### config.mk
export PLATFORM = sky130hd
export DESIGN_NAME = queue_mmu
export DESIGN_NICKNAME = d
export VERILOG_FILES = /design/src/hdl/queue_pkg.sv /design/src/hdl/page_allocator.sv /design/src/hdl/queue_linker.sv /design/src/hdl/queue_mmu.sv /design/src/hdl/queue_regs.sv
export SDC_FILE = /design/constraint.sdc
export NUM_CORES = 1
export LEC_CHECK = 0
export ABC_AREA = 1
export BUFFER_PORTS_ARGS = -buffer_cell sky130_fd_sc_hd__buf_2
export CAP_MARGIN = 30
export CORE_AREA = 3 3 245 428
export CTS_BUF_LIST = sky130_fd_sc_hd__clkbuf_2
export DETAILED_ROUTE_END_ITERATION = 8
export DIE_AREA = 0 0 248 431
export GPL_TIMING_DRIVEN = 0
export PLACE_DENSITY = 0.61
export SETUP_SLACK_MARGIN = 0.2
export SYNTH_ARGS = -nofsm -noshare
export SYNTH_HDL_FRONTEND = slang
export SYNTH_SLANG_ARGS = --single-unit
### constraint.sdc
create_clock -name malloc -period 11.15 [get_ports malloc]
set_input_delay 0.5575 -clock malloc [delete_from_list [all_inputs] [get_ports malloc]]
set_output_delay 0.5575 -clock malloc [all_outputs]
set_load 0.02 [all_outputs]
### src/hdl/queue_pkg.sv
//////////////////////////////////////////////////
// Sizes fixed at 64 pages and 4 queues, counts reach NUM_PAGES
// APB map is byte addressed with 32-bit registers
//////////////////////////////////////////////////

package queue_pkg;

    //////////////////////////////////////////////////
    // Buffer and queue sizes
    //////////////////////////////////////////////////

    localparam int NUM_PAGES  = 64;
    localparam int PAGE_W     = $clog2(NUM_PAGES);
    // One extra bit so a full ring reads 64
    localparam int COUNT_W    = PAGE_W + 1;
    localparam int NUM_QUEUES = 4;
    localparam int QID_W      = $clog2(NUM_QUEUES);

    //////////////////////////////////////////////////
    // APB address map
    //////////////////////////////////////////////////

    localparam logic [7:0] ADDR_FREE       = 8'h00;
    // Depth of queue i sits at base plus 4 times i
    localparam logic [7:0] ADDR_DEPTH_BASE = 8'h04;
    localparam logic [7:0] ADDR_ENABLE     = 8'h20;

    //////////////////////////////////////////////////
    // Types
    //////////////////////////////////////////////////

    typedef logic [PAGE_W-1:0]  page_t;
    typedef logic [QID_W-1:0]   qid_t;
    typedef logic [COUNT_W-1:0] count_t;

    // Requester side of the APB bus
    typedef struct packed {
        logic        psel;
        logic        penable;
        logic        pwrite;
        logic [7:0]  paddr;
        logic [31:0] pwdata;
    } apb_req_t;

    // Completer side of the APB bus
    typedef struct packed {
        logic [31:0] prdata;
        logic        pready;
        logic        pslverr;
    } apb_rsp_t;

    // Occupancy snapshot for the register block
    typedef struct packed {
        count_t                    free_pages;
        count_t [NUM_QUEUES-1:0]   depth;
    } queue_status_t;

endpackage

### src/hdl/page_allocator.sv
//////////////////////////////////////////////////
// Streams stay idle for NUM_PAGES cycles after reset while the ring fills
// Releasing a page that is already free is not detected beyond a full ring
//////////////////////////////////////////////////

`timescale 1ns/1ns

module page_allocator (
    input  logic                malloc,
    input  logic                reset,
    // Alloc stream towards the linker
    output logic                alloc_valid,
    input  logic                alloc_ready,
    output queue_pkg::page_t    alloc_page,
    // Release stream from outside
    input  logic                rel_valid,
    input  queue_pkg::page_t    rel_page,
    output logic                rel_ready,
    output queue_pkg::count_t   free_pages
);

    import queue_pkg::*;

    //////////////////////////////////////////////////
    // Types and signals
    //////////////////////////////////////////////////

    typedef enum logic {
        INIT,
        ACTIVE
    } alloc_state_t;

    alloc_state_t state;

    // Ring of free page numbers
    page_t ring [NUM_PAGES];

    // Pointers carry a wrap bit above the index
    logic [PAGE_W:0] rd_ptr;
    logic [PAGE_W:0] wr_ptr;
    count_t          fill;

    logic            alloc_fire;
    logic            rel_fire;

    // Ring write port, shared by init and release
    logic            ring_we;
    page_t           ring_waddr;
    page_t           ring_wdata;

    //////////////////////////////////////////////////
    // Handshakes and status
    //////////////////////////////////////////////////

    // Wrap bit makes the full case 64 and the empty case 0
    assign fill = wr_ptr - rd_ptr;

    // Count held at zero until the ring is built
    assign free_pages  = (state == ACTIVE) ? fill : '0;

    assign alloc_valid = (state == ACTIVE) && (fill != '0);
    assign rel_ready   = (state == ACTIVE);

    // Head of the ring, read combinationally
    assign alloc_page  = ring[rd_ptr[PAGE_W-1:0]];

    assign alloc_fire  = alloc_valid && alloc_ready;
    assign rel_fire    = rel_valid && rel_ready;

    // Init writes page n at slot n, release appends at the tail
    assign ring_we    = (state == INIT) || rel_fire;
    assign ring_waddr = wr_ptr[PAGE_W-1:0];
    assign ring_wdata = (state == INIT) ? wr_ptr[PAGE_W-1:0] : rel_page;

    //////////////////////////////////////////////////
    // Pointer and state control
    //////////////////////////////////////////////////

    always_ff @(posedge malloc) begin
        if (reset) begin
            state  <= INIT;
            rd_ptr <= '0;
            wr_ptr <= '0;
        end else begin
            case (state)
                INIT: begin
                    // One slot per cycle, the write pointer doubles as counter
                    wr_ptr <= wr_ptr + 1'b1;
                    if (wr_ptr[PAGE_W-1:0] == PAGE_W'(NUM_PAGES - 1)) begin
                        state <= ACTIVE;
                    end
                end
                ACTIVE: begin
                    // Alloc and release may both fire in one cycle
                    if (alloc_fire) begin
                        rd_ptr <= rd_ptr + 1'b1;
                    end
                    if (rel_fire) begin
                        wr_ptr <= wr_ptr + 1'b1;
                    end
                end
                default: begin
                    state <= INIT;
                end
            endcase
        end
    end

    // Ring storage
    always_ff @(posedge malloc) begin
        if (ring_we) begin
            ring[ring_waddr] <= ring_wdata;
        end
    end

    //////////////////////////////////////////////////
    // Checks
    //////////////////////////////////////////////////

    // With every page free, any release would duplicate a page
    a_no_release_when_full : assert property (
        @(posedge malloc) disable iff (reset)
        rel_fire |-> (fill != COUNT_W'(NUM_PAGES))
    );

endmodule

### src/hdl/queue_linker.sv
//////////////////////////////////////////////////
// A pending dequeue stalls every enqueue in that cycle
// Head of an empty queue holds a stale page and must not be used
//////////////////////////////////////////////////

`timescale 1ns/1ns

module queue_linker (
    input  logic                                        malloc,
    input  logic                                        reset,
    // Enqueue stream
    input  logic                                        enq_valid,
    input  queue_pkg::qid_t                             enq_qid,
    output logic                                        enq_ready,
    output queue_pkg::page_t                            enq_page,
    // Dequeue stream
    input  logic                                        deq_valid,
    input  queue_pkg::qid_t                             deq_qid,
    output logic                                        deq_ready,
    output queue_pkg::page_t                            deq_page,
    // Alloc stream from the free list
    input  logic                                        alloc_valid,
    input  queue_pkg::page_t                            alloc_page,
    output logic                                        alloc_ready,
    // Per-queue enable mask and occupancy
    input  logic [queue_pkg::NUM_QUEUES-1:0]            enable,
    output queue_pkg::count_t [queue_pkg::NUM_QUEUES-1:0] depth
);

    import queue_pkg::*;

    //////////////////////////////////////////////////
    // Signals
    //////////////////////////////////////////////////

    // Per-queue chain state
    page_t                     head_q [NUM_QUEUES];
    page_t                     tail_q [NUM_QUEUES];
    count_t [NUM_QUEUES-1:0]   depth_q;

    // Successor of each page within its chain
    page_t                     next_tab [NUM_PAGES];

    logic                      enq_fire;
    logic                      deq_fire;
    logic                      enq_empty;

    // Wide enough for four full counts
    logic [COUNT_W+QID_W-1:0]  depth_sum;

    //////////////////////////////////////////////////
    // Handshakes
    //////////////////////////////////////////////////

    // Dequeue wins, enqueue also needs a free page and an enabled queue
    assign enq_ready   = alloc_valid && enable[enq_qid] && !deq_valid;
    assign enq_fire    = enq_valid && enq_ready;

    // Page is taken from the free list only on an enqueue transfer
    assign alloc_ready = enq_fire;
    assign enq_page    = alloc_page;

    assign deq_ready   = (depth_q[deq_qid] != '0);
    assign deq_fire    = deq_valid && deq_ready;
    assign deq_page    = head_q[deq_qid];

    assign enq_empty   = (depth_q[enq_qid] == '0);

    assign depth       = depth_q;

    //////////////////////////////////////////////////
    // Queue state
    //////////////////////////////////////////////////

    always_ff @(posedge malloc) begin
        if (reset) begin
            depth_q <= '0;
            for (int q = 0; q < NUM_QUEUES; q++) begin
                head_q[q] <= '0;
                tail_q[q] <= '0;
            end
        end else begin
            // Enqueue and dequeue never fire together
            if (enq_fire) begin
                // Empty queue starts a new chain at the granted page
                if (enq_empty) begin
                    head_q[enq_qid] <= alloc_page;
                end
                tail_q[enq_qid]  <= alloc_page;
                depth_q[enq_qid] <= depth_q[enq_qid] + 1'b1;
            end else if (deq_fire) begin
                // Step the head along the chain
                head_q[deq_qid]  <= next_tab[head_q[deq_qid]];
                depth_q[deq_qid] <= depth_q[deq_qid] - 1'b1;
            end
        end
    end

    // Link table, written only when appending behind an existing tail
    always_ff @(posedge malloc) begin
        if (enq_fire && !enq_empty) begin
            next_tab[tail_q[enq_qid]] <= alloc_page;
        end
    end

    //////////////////////////////////////////////////
    // Checks
    //////////////////////////////////////////////////

    always_comb begin
        depth_sum = '0;
        for (int q = 0; q < NUM_QUEUES; q++) begin
            depth_sum = depth_sum + (COUNT_W+QID_W)'(depth_q[q]);
        end
    end

    // Last page handed out must be the tail, or the chain underflows to a stale head
    a_last_page_is_tail : assert property (
        @(posedge malloc) disable iff (reset)
        (deq_fire && (depth_q[deq_qid] == COUNT_W'(1)))
        |-> (head_q[deq_qid] == tail_q[deq_qid])
    );

    // Pages in all queues together cannot exceed the buffer
    a_depth_sum_bound : assert property (
        @(posedge malloc) disable iff (reset)
        depth_sum <= (COUNT_W+QID_W)'(NUM_PAGES)
    );

endmodule

### src/hdl/queue_mmu.sv
//////////////////////////////////////////////////
// Streams and APB are idle for NUM_PAGES cycles after reset
//////////////////////////////////////////////////

`timescale 1ns/1ns

module queue_mmu (
    input  logic                      malloc,
    input  logic                      reset,
    // Enqueue stream
    input  logic                      enq_valid,
    input  queue_pkg::qid_t           enq_qid,
    output logic                      enq_ready,
    output queue_pkg::page_t          enq_page,
    // Dequeue stream
    input  logic                      deq_valid,
    input  queue_pkg::qid_t           deq_qid,
    output logic                      deq_ready,
    output queue_pkg::page_t          deq_page,
    // Release stream
    input  logic                      rel_valid,
    input  queue_pkg::page_t          rel_page,
    output logic                      rel_ready,
    // Register bus
    input  queue_pkg::apb_req_t       apb_req,
    output queue_pkg::apb_rsp_t       apb_rsp
);

    import queue_pkg::*;

    // Free list to linker
    logic                      alloc_valid;
    logic                      alloc_ready;
    page_t                     alloc_page;

    // Occupancy and control
    count_t                    free_pages;
    count_t [NUM_QUEUES-1:0]   depth;
    logic [NUM_QUEUES-1:0]     enable;
    queue_status_t             status;

    assign status.free_pages = free_pages;
    assign status.depth      = depth;

    page_allocator u_page_allocator (
        .malloc      (malloc),
        .reset       (reset),
        .alloc_valid (alloc_valid),
        .alloc_ready (alloc_ready),
        .alloc_page  (alloc_page),
        .rel_valid   (rel_valid),
        .rel_page    (rel_page),
        .rel_ready   (rel_ready),
        .free_pages  (free_pages)
    );

    queue_linker u_queue_linker (
        .malloc      (malloc),
        .reset       (reset),
        .enq_valid   (enq_valid),
        .enq_qid     (enq_qid),
        .enq_ready   (enq_ready),
        .enq_page    (enq_page),
        .deq_valid   (deq_valid),
        .deq_qid     (deq_qid),
        .deq_ready   (deq_ready),
        .deq_page    (deq_page),
        .alloc_valid (alloc_valid),
        .alloc_page  (alloc_page),
        .alloc_ready (alloc_ready),
        .enable      (enable),
        .depth       (depth)
    );

    queue_regs u_queue_regs (
        .malloc  (malloc),
        .reset   (reset),
        .apb_req (apb_req),
        .apb_rsp (apb_rsp),
        .status  (status),
        .enable  (enable)
    );

endmodule

### src/hdl/queue_regs.sv
//////////////////////////////////////////////////
// Zero wait state APB, only the enable mask is writable
// Upper bits of the enable write data are ignored
//////////////////////////////////////////////////

`timescale 1ns/1ns

module queue_regs (
    input  logic                               malloc,
    input  logic                               reset,
    input  queue_pkg::apb_req_t                apb_req,
    output queue_pkg::apb_rsp_t                apb_rsp,
    input  queue_pkg::queue_status_t           status,
    output logic [queue_pkg::NUM_QUEUES-1:0]   enable
);

    import queue_pkg::*;

    //////////////////////////////////////////////////
    // Signals
    //////////////////////////////////////////////////

    logic                  access;
    logic                  hit_free;
    logic                  hit_depth;
    logic                  hit_enable;
    logic                  mapped;
    logic [31:0]           rd_data;
    logic [NUM_QUEUES-1:0] enable_q;

    //////////////////////////////////////////////////
    // Address decode
    //////////////////////////////////////////////////

    // Access phase of a transfer
    assign access     = apb_req.psel && apb_req.penable;

    assign hit_free   = (apb_req.paddr == ADDR_FREE);
    assign hit_enable = (apb_req.paddr == ADDR_ENABLE);
    assign mapped     = hit_free || hit_depth || hit_enable;

    always_comb begin
        hit_depth = 1'b0;
        rd_data   = '0;
        if (hit_free) begin
            rd_data = 32'(status.free_pages);
        end
        if (hit_enable) begin
            rd_data = 32'(enable_q);
        end
        // Depth registers every 4 bytes
        for (int q = 0; q < NUM_QUEUES; q++) begin
            if (apb_req.paddr == 8'(ADDR_DEPTH_BASE + 4 * q)) begin
                hit_depth = 1'b1;
                rd_data   = 32'(status.depth[q]);
            end
        end
    end

    //////////////////////////////////////////////////
    // Response
    //////////////////////////////////////////////////

    assign apb_rsp.pready  = access;
    assign apb_rsp.prdata  = (access && !apb_req.pwrite) ? rd_data : '0;
    // Unmapped address, or a write to a status register
    assign apb_rsp.pslverr = access && (!mapped || (apb_req.pwrite && !hit_enable));

    //////////////////////////////////////////////////
    // Enable mask
    //////////////////////////////////////////////////

    always_ff @(posedge malloc) begin
        if (reset) begin
            enable_q <= '1;
        end else if (access && apb_req.pwrite && hit_enable) begin
            enable_q <= apb_req.pwdata[NUM_QUEUES-1:0];
        end
    end

    assign enable = enable_q;

    // Requester must not enter access phase without a select
    a_penable_needs_psel : assert property (
        @(posedge malloc) disable iff (reset)
        apb_req.penable |-> apb_req.psel
    );

endmodule

## Word-level counts from Yosys, hierarchy flattened

Memory sizes are Yosys's and may differ from the RTL's. A register that Yosys moved wholly into a read port is not among the register bits.
Cells that the tools add are included.
W data, S select, Z words.

- Memories: 4
- Bits in registers: 47
- Memory bits (writable): 816
- Output and inout bits: 49

- Bitwise logic cells: 1
- Equal/unequal tests: 7
- $add $sub $neg: 5
- Multiplexer cells: 59
- Reductions and logical operators: 34
- Magnitude comparators: 4

Memories:

| name | words | bits a word | read ports | clocked after memory_dff | wr ports | RTL line | text |
|---|---|---|---|---|---|---|---|
| u_page_allocator.ring | 64 | 6 | 1 | 1 | 1 | page_allocator.sv:36 | `page_t ring [NUM_PAGES];` |
| u_queue_linker.next_tab | 64 | 6 | 1 | 0 | 1 | queue_linker.sv:42 | `page_t next_tab [NUM_PAGES];` |
| u_queue_linker.head_q | 4 | 6 | 1 | 0 | 4 | queue_linker.sv:37 | `page_t head_q [NUM_QUEUES];` |
| u_queue_linker.tail_q | 4 | 6 | 1 | 0 | 4 | queue_linker.sv:38 | `page_t tail_q [NUM_QUEUES];` |

Operator list:

| cell | number |
|---|---|
| $mux W7 | 13 |
| $bwmux W28 | 2 |
| $mux W28 | 2 |
| $mux W6 | 6 |
| $bmux W7 S2 | 2 |
| $demux W7 S2 | 2 |
| $mux W1 | 27 |
| $add A7 B1 Y7 const B | 3 |
| $reduce_or A6 Y1 | 3 |
| $eq A8 B4 Y1 const B | 2 |
| $logic_and A1 B1 Y1 | 16 |
| $pmux W7 S2 | 1 |
| $reduce_bool A7 Y1 | 2 |
| $eq A8 B3 Y1 const B | 1 |
| $eq A8 B5 Y1 const B | 1 |
| $eq A8 B6 Y1 const B | 1 |
| $logic_not A8 Y1 | 1 |
| $logic_not A7 Y1 | 1 |
| $sub A7 B1 Y7 const B | 1 |
| $sub A7 B7 Y7 | 1 |
| $eq A6 B6 Y1 const B | 1 |
| $lt A2 B3 Y1 const B | 2 |
| $mux W2 | 3 |
| $logic_not A1 Y1 | 5 |
| other kinds (7) | 11 |

## Logic depth before layout (Yosys ltp)

Gate-level depths: netlist of the first run.

- Word-level depth: 12
- Mapped depth: 19
- Gate-level depth less buffers: 17

## Hierarchy

Synthesis of the first run repeated with hierarchy kept, for this count alone.

- Cells, all modules: 3,715
- Area, all modules: 39,213.9 um2

By module, submodules not included:

| module | cells an instance | area an instance (um2) | instances |
|---|---|---|---|
| queue_linker | 2,105 | 21,453.1 | 1 |
| page_allocator | 1,461 | 16,921.2 | 1 |
| queue_regs | 149 | 839.6 | 1 |

## Least setup slack after synthesis of the first run

Ideal clock, no wire load.

- Kind: reg-to-reg
- Start point: register u_page_allocator.wr_ptr[5]
- End point: memory u_page_allocator.ring[0][5] in the netlist's numbering, data pin
- Clock period less this slack: 3,884 ps
- Arrival time: 3,182 ps
- Slack: 7,266 ps
- Cell stages (with the launch flop): 4
- Setup time: 702 ps
- Data required time: 10,448 ps
- Buffers on the path: 1
- Cells stage by stage: dfxtp_1 > clkbuf_1 > inv_1 > o21ai_0

- Longest elaborated chain between the ends: 1

Ends and longest elaborated chain:

| element | RTL line | text |
|---|---|---|
| from (decl) | page_allocator.sv:40 | `logic [PAGE_W:0] wr_ptr;` |
| from (signal assigned) | page_allocator.sv:88 | `wr_ptr <= wr_ptr + 1'b1;` |
| from (signal assigned) | page_allocator.sv:99 | `wr_ptr <= wr_ptr + 1'b1;` |
| $mux W6 | page_allocator.sv:73 | `assign ring_wdata = (state == INIT) ? wr_ptr[PAGE_W-1:0] : rel_page;` |
| net u_page_allocator.ring_wdata[5] | page_allocator.sv:49 | `page_t ring_wdata;` |
| to (decl) | page_allocator.sv:36 |  |

The timed path passes the listed nets, and every way through them passes these cells.

==> results.json, run 1 <==
{
  "dpl_cell_area_um2": 41010,
  "drive_above_1_share": 0.1305,
  "report.final.hold_viol_count": 0,
  "postSynthCellCount": 3590,
  "ys_warn_count": 0,
  "hold_start": "rel_page[5]",
  "yosysSeqAreaShare": 0.6628,
  "run_status": "finished clean",
  "drtPass1Iterations": 5,
  "ios": 107,
  "synth_cell_types": 48,
  "antenna_found_initial": 3,
  "final_cell_count_no_fill": 5377,
  "cts_tree": "built",
  "grt_max_degree": 69,
  "clock-root-buffer": "clkbuf_2",
  "cts_hold_buffers": 44,
  "synth_edf_count": 816,
  "die-area_um2": 106900,
  "hp-class": "in2reg",
  "synth.cell_area_um2": 38570,
  "grt_pass1_vias": 28770,
  "synth-main-ff-cell": "edfxtp_1",
  "grt_usage": 0.2308,
  "die_w_um": 248,
  "core-area_um2": 101800,
  "grt_pass1_wl_um": 179100,
  "numCtsBuffers": 182,
  "period_share": 0.5385,
  "tns_ns": 0,
  "num_rows": 155,
  "htree_levels": 4,
  "power.leakage_nw": 15.88,
  "final_common_cell": "edfxtp_1",
  "ir_drop_v": 0.00009234,
  "drt-vias-per-instance": 5.324,
  "synth_area_per_cell_um2": 10.74,
  "io_buffers": 52,
  "totalWireLength_um": 123500,
  "cts.path.max_buffers": 3,
  "cts_setup_buffers": 0,
  "critPathMaxFanout": 67,
  "clk_pin_slew_worst_paths_ns": 0.12,
  "period_minus_slack_ns": 6.005,
  "vias": 28630,
  "dp.cells": 5015,
  "grt_overflow": 0,
  "gp_congestion": 0.9732,
  "hpwl_um": 88040,
  "startpoint_type": "flip-flop",
  "chipHeight_um": 431,
  "r2r_cells": 21,
  "fill_cells": 9848,
  "postLayoutCoreUtil": 0.4229,
  "drv_cap": 0,
  "max_freq_mhz": 166.5,
  "worst_setup_path_end_kind": "output port",
  "p_total_mw": 6.167,
  "reg2reg_slack_ns": 5.39,
  "worstSetupEndpoint": "enq_page[0]",
  "cts_resized": 0,
  "async_flop_share": 0,
  "clock_sinks": 869,
  "cp.arrival_ns": 5.45,
  "r2r_start": "u_page_allocator.wr_ptr[0]$_SDFFE_PP0P_",
  "synth-seq-cells": 869,
  "drv_slew": 0,
  "initial_core_util": 0.3789,
  "r2r-end": "u_queue_linker.depth[13]$_SDFFE_PP0P_",
  "drc": 0,
  "drt_first_iter_violations": 2404,
  "rsz0062_at_grt": "false",
  "finish.instance_area_um2": 43060,
  "wl_per_cell_um": 22.98,
  "power.density_nw_per_um2": 143.2,
  "worst_pin_slew_ns": 1.020,
  "synthToLayoutAreaGrowth_pct": 11.63,
  "detail-route-antenna-nets": 0,
  "cp.required_ns": 10.59,
  "finClkSkew_ns": 0.1538,
  "criticalPathCategory": "reg2out",
  "setup_viol": 0,
  "worstSkewPairLatency_ns": 1.55,
  "slew_headroom": 0.3197,
  "mostFrequentLayoutCells": "edfxtp_1 (816), nand2_1 (578), nand3_1 (419)",
  "nets": 3979
}
metrics by stage:
step           setup WS, ns  hold WS, ns
2_1_floorplan         7.266       0.4395
3_3_place_gp          2.988       0.4512
3_5_place_dp          6.768       0.4571
4_1_cts               5.071      0.02905
5_1_grt               4.914      0.05271
6_report              5.145       0.2182
cells in the mapped netlist (3+ instances only):
library cell,count,share of area
edfxtp_1,816,0.64
nand2_1,584,0.057
nand3_1,419,0.054
nor2_1,399,0.039
inv_1,327,0.032
o21ai_0,256,0.033
nand3b_1,145,0.028
clkbuf_1,89,0.0087
buf_2,87,0.011
a21oi_1,78,0.010
o22ai_1,74,0.012
dfxtp_1,53,0.028
o211ai_1,43,0.0084
buf_4,32,0.0062
o221ai_1,26,0.0059
a22oi_1,16,0.0031
inv_2,14,0.0014
nor3_1,12,0.0016
ha_1,11,0.0036
buf_1,10,0.00097
nand4_1,9,0.0015
nand4_2,8,0.0026
and2_1,7,0.0011
o21ai_1,7,0.00091
a211oi_1,6,0.0012
a31o_2,6,0.0014
nand2_2,6,0.00097
o2111ai_1,6,0.0014
xor2_1,6,0.0014
o21ai_2,5,0.0011
a221oi_1,3,0.00068
nor2_2,3,0.00049
nor4_1,3,0.00049
or2_2,3,0.00049
final cells by class:
cell class | instances | area [um^2] | area share
Clock inverter | 54 | 306.5 | 0.007119
Inverter | 341 | 1280 | 0.02973
Sequential cell | 869 | 25560 | 0.5937
Multi-Input combinational cell | 2185 | 10870 | 0.2525
Buffer | 219 | 1059 | 0.02458
Timing Repair Buffer | 111 | 1001 | 0.02325
Tap cell | 1334 | 1669 | 0.03876
Clock buffer | 258 | 1291 | 0.02999
Antenna cell | 6 | 15.01 | 0.0003487
routing by layer:
metal	vias up	GRT usage	part of all wire
met5	-	0	0
met4	0	0.1877	0.090
met3	447	0.03775	0.055
met2	1288	0.4169	0.52
met1	13610	0.2297	0.33
li1	13280	-	-
worst max-delay path, cell delays in order (launching register included):
cell      delay (ns)
dfxtp_1         0.32
buf_2           0.32
buf_2           0.27
clkbuf_1        0.68
o21ai_0         0.23
o22ai_1         0.53
o211ai_1        0.20
nand3_1         0.13
nand3_1         0.15
nand2_4         0.72
buf_2           0.31
cells by family after synthesis:
group,count (synthesis),share of synthesized area
AND/OR/NAND/NOR,1609,0.1903
flip-flops,869,0.6628
buffers and inverters,560,0.06062
AO/OA/AOI/OAI,531,0.08031
adder cells (fa/ha/maj),12,0.004087
XOR/XNOR,8,0.001817
other,1,0.00009722
how the worst min path moves through the flow:
stage	endpoint	cells after the start
floorplan	u_queue_linker.depth[18]$_SDFFE_PP0P_	2
global placement	u_queue_linker.depth[18]$_SDFFE_PP0P_	2
detailed placement	u_queue_linker.depth[18]$_SDFFE_PP0P_	2
CTS	u_page_allocator.ring[53][5]$_DFFE_PP_	4
global route	u_page_allocator.ring[53][5]$_DFFE_PP_	4
finish	u_page_allocator.ring[53][5]$_DFFE_PP_	4
flip-flops by register name, summed over array words and instances, names as in the netlist, named ones only:
signal                      count
u_page_allocator.ring         384
u_queue_linker.next_tab       384
u_queue_linker.depth           28
u_queue_linker.head_q          24
u_queue_linker.tail_q          24
u_page_allocator.rd_ptr         7
u_page_allocator.wr_ptr         7
u_queue_regs.enable             4
u_page_allocator.rel_ready      1
power by group:
group | switching [mW] | total [mW] | internal, mW
logic | 0.477 | 0.635 | 0.158
clock network | 1.23 | 1.91 | 0.677
registers | 0.00950 | 3.62 | 3.61
Note: power is estimated with default switching activity, not from simulation.
==> run 2: changes to the inputs <==
ABC_AREA = 0   (was 1)
CORE_AREA = 3 3 238 416   (was 3 3 245 428)
DIE_AREA = 0 0 241 419   (was 0 0 248 431)
PLACE_DENSITY = 0.63   (was 0.61)
clock period = 4.9 ns   (was 11.15 ns; I/O delays follow)
==> run 2 against run 1 <==
Effect of this change:
- sequential share of layout area rose by 0.87 points
- power grew 130%
- synthesized cell count decreased by 43%
- non-clock buffer count decreased by 10
- highest routed layer is now met5
- largest power group unchanged
- worst setup slack got worse by 4.9 ns
- first-iteration DRC count fell by 26%
- clock power rose by 140%
- hold slack gained 0.018 ns
- largest cell class unchanged
- clock-buffer cell count fell by 7
- routed wire length fell by 18%
- combinational power increased by 110%
- global-route usage decreased by 2.6 points
==> results.json, run 2 <==
{
  "fill_cells": 8356,
  "num_rows": 150,
  "period_share": 0.9580,
  "power.leakage_nw": 14.49,
  "async_flop_share": 0,
  "worst_pin_slew_ns": 1.058,
  "synth-main-ff-cell": "edfxtp_1",
  "max_freq_mhz": 213.0,
  "hp-class": "in2reg",
  "drv_slew": 0,
  "clock-root-buffer": "clkbuf_2",
  "drt-vias-per-instance": 5.553,
  "clk_pin_slew_worst_paths_ns": 0.13,
  "ir_drop_v": 0.0001651,
  "ys_warn_count": 0,
  "io_buffers": 49,
  "hpwl_um": 66650,
  "vias": 21190,
  "yosysSeqAreaShare": 0.7022,
  "power.density_nw_per_um2": 332.5,
  "synth_area_per_cell_um2": 17.76,
  "synth_edf_count": 816,
  "numCtsBuffers": 182,
  "chipHeight_um": 419,
  "yosysMostFrequentCell": "edfxtp_1",
  "final_common_cell": "edfxtp_1",
  "dpl_cell_area_um2": 38760,
  "synth.cell_area_um2": 36410,
  "htree_levels": 4,
  "setup_viol": 0,
  "cts_tree": "built",
  "postLayoutCoreUtil": 0.4434,
  "synth_cell_types": 77,
  "synth-seq-cells": 869,
  "initial_core_util": 0.3804,
  "period_minus_slack_ns": 4.694,
  "ios": 107,
  "grt_usage": 0.2045,
  "cp.arrival_ns": 4.45,
  "critPathMaxFanout": 7,
  "clock_sinks": 869,
  "cts.path.max_buffers": 3,
  "synthToLayoutAreaGrowth_pct": 16.56,
  "grt_pass1_vias": 22740,
  "drtPass1Iterations": 5,
  "core-area_um2": 95720,
  "synth_common_cells": "edfxtp_1 (816), mux2i_1 (196), nor2_1 (191)",
  "die_w_um": 241,
  "drv_cap": 0,
  "yosys.area.top_type_share": 0.6730,
  "rsz0062_at_grt": "true",
  "dp.cells": 3358,
  "wl_per_cell_um": 26.70,
  "synth_top_area_cell": "edfxtp_1",
  "worst_setup_path_end_kind": "output port",
  "die-area_um2": 101000,
  "drt_first_iter_violations": 1769,
  "totalWireLength_um": 101900,
  "run_status": "finished clean",
  "criticalPathCategory": "reg2out",
  "grt_overflow": 0,
  "cp.required_ns": 4.66,
  "drc": 0,
  "finish.instance_area_um2": 42440,
  "finClkSkew_ns": 0.1416,
  "final_cell_count_no_fill": 3816,
  "grt_pass1_wl_um": 148600,
  "grt_max_degree": 52,
  "startpoint_type": "flip-flop",
  "slew_headroom": 0.2893,
  "report.final.hold_viol_count": 0,
  "synthTopCellsByArea": "edfxtp_1 (67%), mux4_2 (8.9%), mux2i_1 (5.4%)",
  "mostFrequentLayoutCells": "edfxtp_1 (816), clkbuf_2 (257), mux2i_1 (196)",
  "antenna_found_initial": 4,
  "detail-route-antenna-nets": 0,
  "nets": 2524,
  "drive_above_1_share": 0.2934,
  "gp_congestion": 0.9420,
  "postSynthCellCount": 2050,
  "worstSkewPairLatency_ns": 1.54
}
[run 2: cell count changes after synthesis, sizes merged, moves of 137 or more]
cell / before / now
nand3: 421 / 24
inv: 341 / 33
mux4: 0 / 179
nor2: 404 / 191
nand3b: 145 / 8
nand2: 590 / 64
o21ai: 268 / 15
mux2i: 0 / 196
[run 2: final cells by class]
type / count / area [um^2] / area share
clock inverter: 76 / 493.0 / 0.01162
timing repair buffer: 191 / 2110 / 0.04971
multi-input combinational: 1048 / 10380 / 0.2445
clock buffer: 251 / 1256 / 0.02960
inverter: 33 / 126.4 / 0.002978
antenna: 3 / 7.507 / 0.0001769
buffer: 129 / 980.9 / 0.02312
sequential: 869 / 25570 / 0.6024
tap: 1216 / 1521 / 0.03585
[run 2: repair_timing]
| action | in CTS | in global routing |
|---|---|---|
| setup buffers | 56 | 6 |
| pin swaps | 20 | 5 |
| gates resized for setup | 123 | 14 |
| endpoints found under the hold margin | 548 | 0 |
| hold buffers | 49 | 0 |
| setup endpoints to repair | 242 | 41 |
| gates cloned | 17 | 0 |
[run 2: report_power, final]
part	leakage (nW)	internal [mW]	total, mW	switching (mW)
Clock	1.30	1.67	4.55	2.88
Combinational	5.21	0.522	1.33	0.810
Sequential	7.99	8.21	8.23	0.0193
[run 2: logic make-up (layout without fill, tap and decap cells)]
group | count (synthesis) | in the layout | share of synthesized area
flip-flops | 869 | 869 | 0.7022
buffers and inverters | 162 | 680 | 0.02505
XOR/XNOR | 19 | 19 | 0.004571
multiplexers | 388 | 388 | 0.1723
adder cells (fa/ha/maj) | 12 | 12 | 0.004330
other | 1 | 28 | 0.0001030
AND/OR/NAND/NOR | 404 | 404 | 0.05131
AO/OA/AOI/OAI | 195 | 200 | 0.04011
[run 2: through the flow]
| stage | TNS (ns) | hold slack (ns) | power [mW] | worst slack [ns] |
|---|---|---|---|---|
| 2_1_floorplan | 0 | 0.3701 | 9.021 | 1.025 |
| 3_3_place_gp | -531.60 | 0.4716 | 9.401 | -2.107 |
| 6_report | 0 | 0.2361 | 14.11 | 0.2059 |
| 4_1_cts | -0.09210 | 0.02045 | 14.22 | -0.06087 |
| 3_5_place_dp | -7.178 | 0.4787 | 9.475 | -0.1485 |
| 5_1_grt | 0 | 0.1851 | 14.63 | 0.03702 |
[run 2: routing by layer]
metal / vias to the layer above / routed length [um] / track usage
li1: 9182 / - / -
met1: 10770 / 31860 / 0.1932
met2: 857 / 56630 / 0.3848
met3: 376 / 5574 / 0.04369
met4: 9 / 7730 / 0.1431
met5: - / 107 / 0
[run 2: path summary, 6_finish.rpt]
check	cells past startpoint	to	from	slack, ns
max reg2reg	13	u_queue_linker.next_tab[17][4]$_DFFE_PP_	u_page_allocator.wr_ptr[0]$_SDFFE_PP0P_	0.33
min	7	u_queue_linker.depth[13]$_SDFFE_PP0P_	deq_qid[0]	0.24
max	12	enq_page[1]	flip-flop	0.21
min reg2reg	2	u_page_allocator.wr_ptr[6]$_SDFFE_PP0P_	u_page_allocator.wr_ptr[6]$_SDFFE_PP0P_	0.55
[run 2: worst max-delay path, cell delays in order, from the launching register on]
cell and delay, ns:
dfxtp_2 0.37, buf_12 0.15, buf_4 0.12, buf_6 0.09, buf_16 0.12, mux4_2 0.51
mux4_2 0.52, nor2b_1 0.17, a211oi_2 0.28, a31oi_4 0.11, buf_16 0.22, buf_16 0.13
buf_8 0.13
==> run 3: changes to the inputs <==
RECOVER_POWER = 100   (was default)
==> run 3 against run 2 <==
Effect of this change:
- the flow now finishes with violations (max-capacitance violations, max-slew violations)
- non-clock buffer count stayed put
- final area is 1.5% lower
- combinational power is 9% lower
- clock skew is 0.0032 ns higher
- critical endpoint is now u_queue_linker.next_tab[28][0]$_DFFE_PP_
- largest cell class unchanged
==> results.json, run 3 (synthesis results as in run 2) <==
{
  "mostFrequentLayoutCells": "edfxtp_1 (816), clkbuf_2 (261), mux2i_1 (196)",
  "slowest_delay_ns": 0.82,
  "num_rows": 150,
  "drt-vias-per-instance": 5.550,
  "setup_viol": 0,
  "ios": 107,
  "drive_above_1_share": 0.2599,
  "clock-root-buffer": "clkbuf_2",
  "worst_setup_path_end_kind": "flip-flop",
  "detail-route-antenna-nets": 0,
  "die_w_um": 241,
  "initial_core_util": 0.3804,
  "io_buffers": 49,
  "clk_pin_slew_worst_paths_ns": 0.11,
  "clock_sinks": 869,
  "drv_cap": 6,
  "cts.path.max_buffers": 3,
  "grt_pass1_vias": 22740,
  "vias": 21190,
  "startpoint_type": "flip-flop",
  "grt_overflow": 0,
  "hpwl_um": 66650,
  "period_minus_slack_ns": 4.734,
  "finClkSkew_ns": 0.1448,
  "cp_slowest_cell": "nor2_1",
  "groute.layer.met1.usage": 0.1932,
  "antenna_found_initial": 5,
  "cp_cell_sequence": "inv_2 > ha_1 > inv_1 > fa_1 > a21oi_1 > o21ai_0 > xor2_1 > a211oi_4 > clkbuf_1 > a31oi_1 > buf_6 > nand4_1 > nor2_1",
  "nets": 2524,
  "grt_usage": 0.2045,
  "drt_first_iter_violations": 1769,
  "drv_slew": 250,
  "core-area_um2": 95720,
  "drtPass1Iterations": 5,
  "violations": "max-capacitance violations, max-slew violations",
  "chipHeight_um": 419,
  "wl_per_cell_um": 26.78,
  "gr-usage-met3": 0.04369,
  "htree_levels": 4,
  "die-area_um2": 101000,
  "hp-class": "in2reg",
  "report.final.hold_viol_count": 0,
  "cts_tree": "built",
  "run_status": "finished, violations left",
  "cp.arrival_ns": 5.81,
  "numCtsBuffers": 182,
  "grt_max_degree": 52,
  "worst_pin_slew_ns": 3.293,
  "max_freq_mhz": 211.2,
  "tns_ns": 0,
  "final_common_cell": "edfxtp_1",
  "ir_drop_v": 0.0001643,
  "grt.busiest_layer": "met2",
  "grt_pass1_wl_um": 148600,
  "period_share": 0.9661,
  "holdWs_ns": 0.2259,
  "criticalPathCategory": "reg2reg",
  "synthToLayoutAreaGrowth_pct": 14.79,
  "worstSkewPairLatency_ns": 1.54,
  "rsz0062_at_grt": "true",
  "power.density_nw_per_um2": 335.0,
  "slew_headroom": -1.218,
  "use_met2": 0.3848,
  "totalWireLength_um": 102200,
  "cp.required_ns": 5.97,
  "power.leakage_nw": 14.07,
  "gp_congestion": 0.9420,
  "drc": 0,
  "critPathMaxFanout": 10
}
-- run 3: final timing paths --
kind	from	end	slack [ns]	cells after the start
min reg2reg	u_page_allocator.wr_ptr[6]$_SDFFE_PP0P_	u_page_allocator.wr_ptr[6]$_SDFFE_PP0P_	0.56	2
max	u_page_allocator.wr_ptr[0]$_SDFFE_PP0P_	u_queue_linker.next_tab[28][0]$_DFFE_PP_	0.17	13
max reg2reg	u_page_allocator.wr_ptr[0]$_SDFFE_PP0P_	u_queue_linker.next_tab[28][0]$_DFFE_PP_	0.17	13
min	deq_qid[0]	u_queue_linker.depth[13]$_SDFFE_PP0P_	0.23	7
-- run 3: timing repair --
item,CTS,global route
pin swaps,20,5
setup buffers,56,6
endpoints found under the hold margin,548,0
setup endpoints to repair,242,41
cloned,17,0
hold buffers,49,0
resized for setup,123,14
-- run 3: power by group --
| part | internal, mW | switching [mW] | total (mW) |
|---|---|---|---|
| logic | 0.408 | 0.807 | 1.21 |
| clock network | 1.67 | 2.88 | 4.55 |
| registers | 8.22 | 0.0192 | 8.24 |
-- run 3: area by class of cell --
cell class / instances / area [um^2]
fillers: 8468 / 53920
flip-flops and latches: 869 / 25570
multi-input cells: 1048 / 10260
repair buffers: 191 / 1584
well taps: 1216 / 1521
clock buffers: 251 / 1256
plain buffers: 129 / 972.2
clock inverters: 76 / 493.0
inverters: 33 / 126.4
diodes: 4 / 10.01
-- run 3: routing by layer --
layer	part of all wire	routed length, um	vias up
li1	-	-	9184
met5	0.00048	49	-
met4	0.079	8040	8
met3	0.060	6111	386
met1	0.31	31480	10690
met2	0.55	56530	921
-- run 3: worst max-delay path, delay by kind of cell, from the launching register on --
kind            cells  cell delay (ns)
simple gates        2             1.59
fa+ha+maj           2             0.42
flops               1             0.49
xor+xnor            1             0.35
compound gates      4             0.95
buf+inv             4             0.50
-- run 3: metrics by stage --
stage                     power (mW)  cells  area [um^2]  setup slack [ns]  utilization
after global routing           14.51   3816        41790           0.01280       0.4366
after floorplan                9.021   2074        36540             1.025            -
final                          14.00   3817        41790            0.1662       0.4366
after detailed placement       9.475   3358        38760           -0.1485       0.4050
after global placement         9.401   3339        38300            -2.107       0.4002
after CTS                      14.22   3807        42330          -0.06087       0.4423
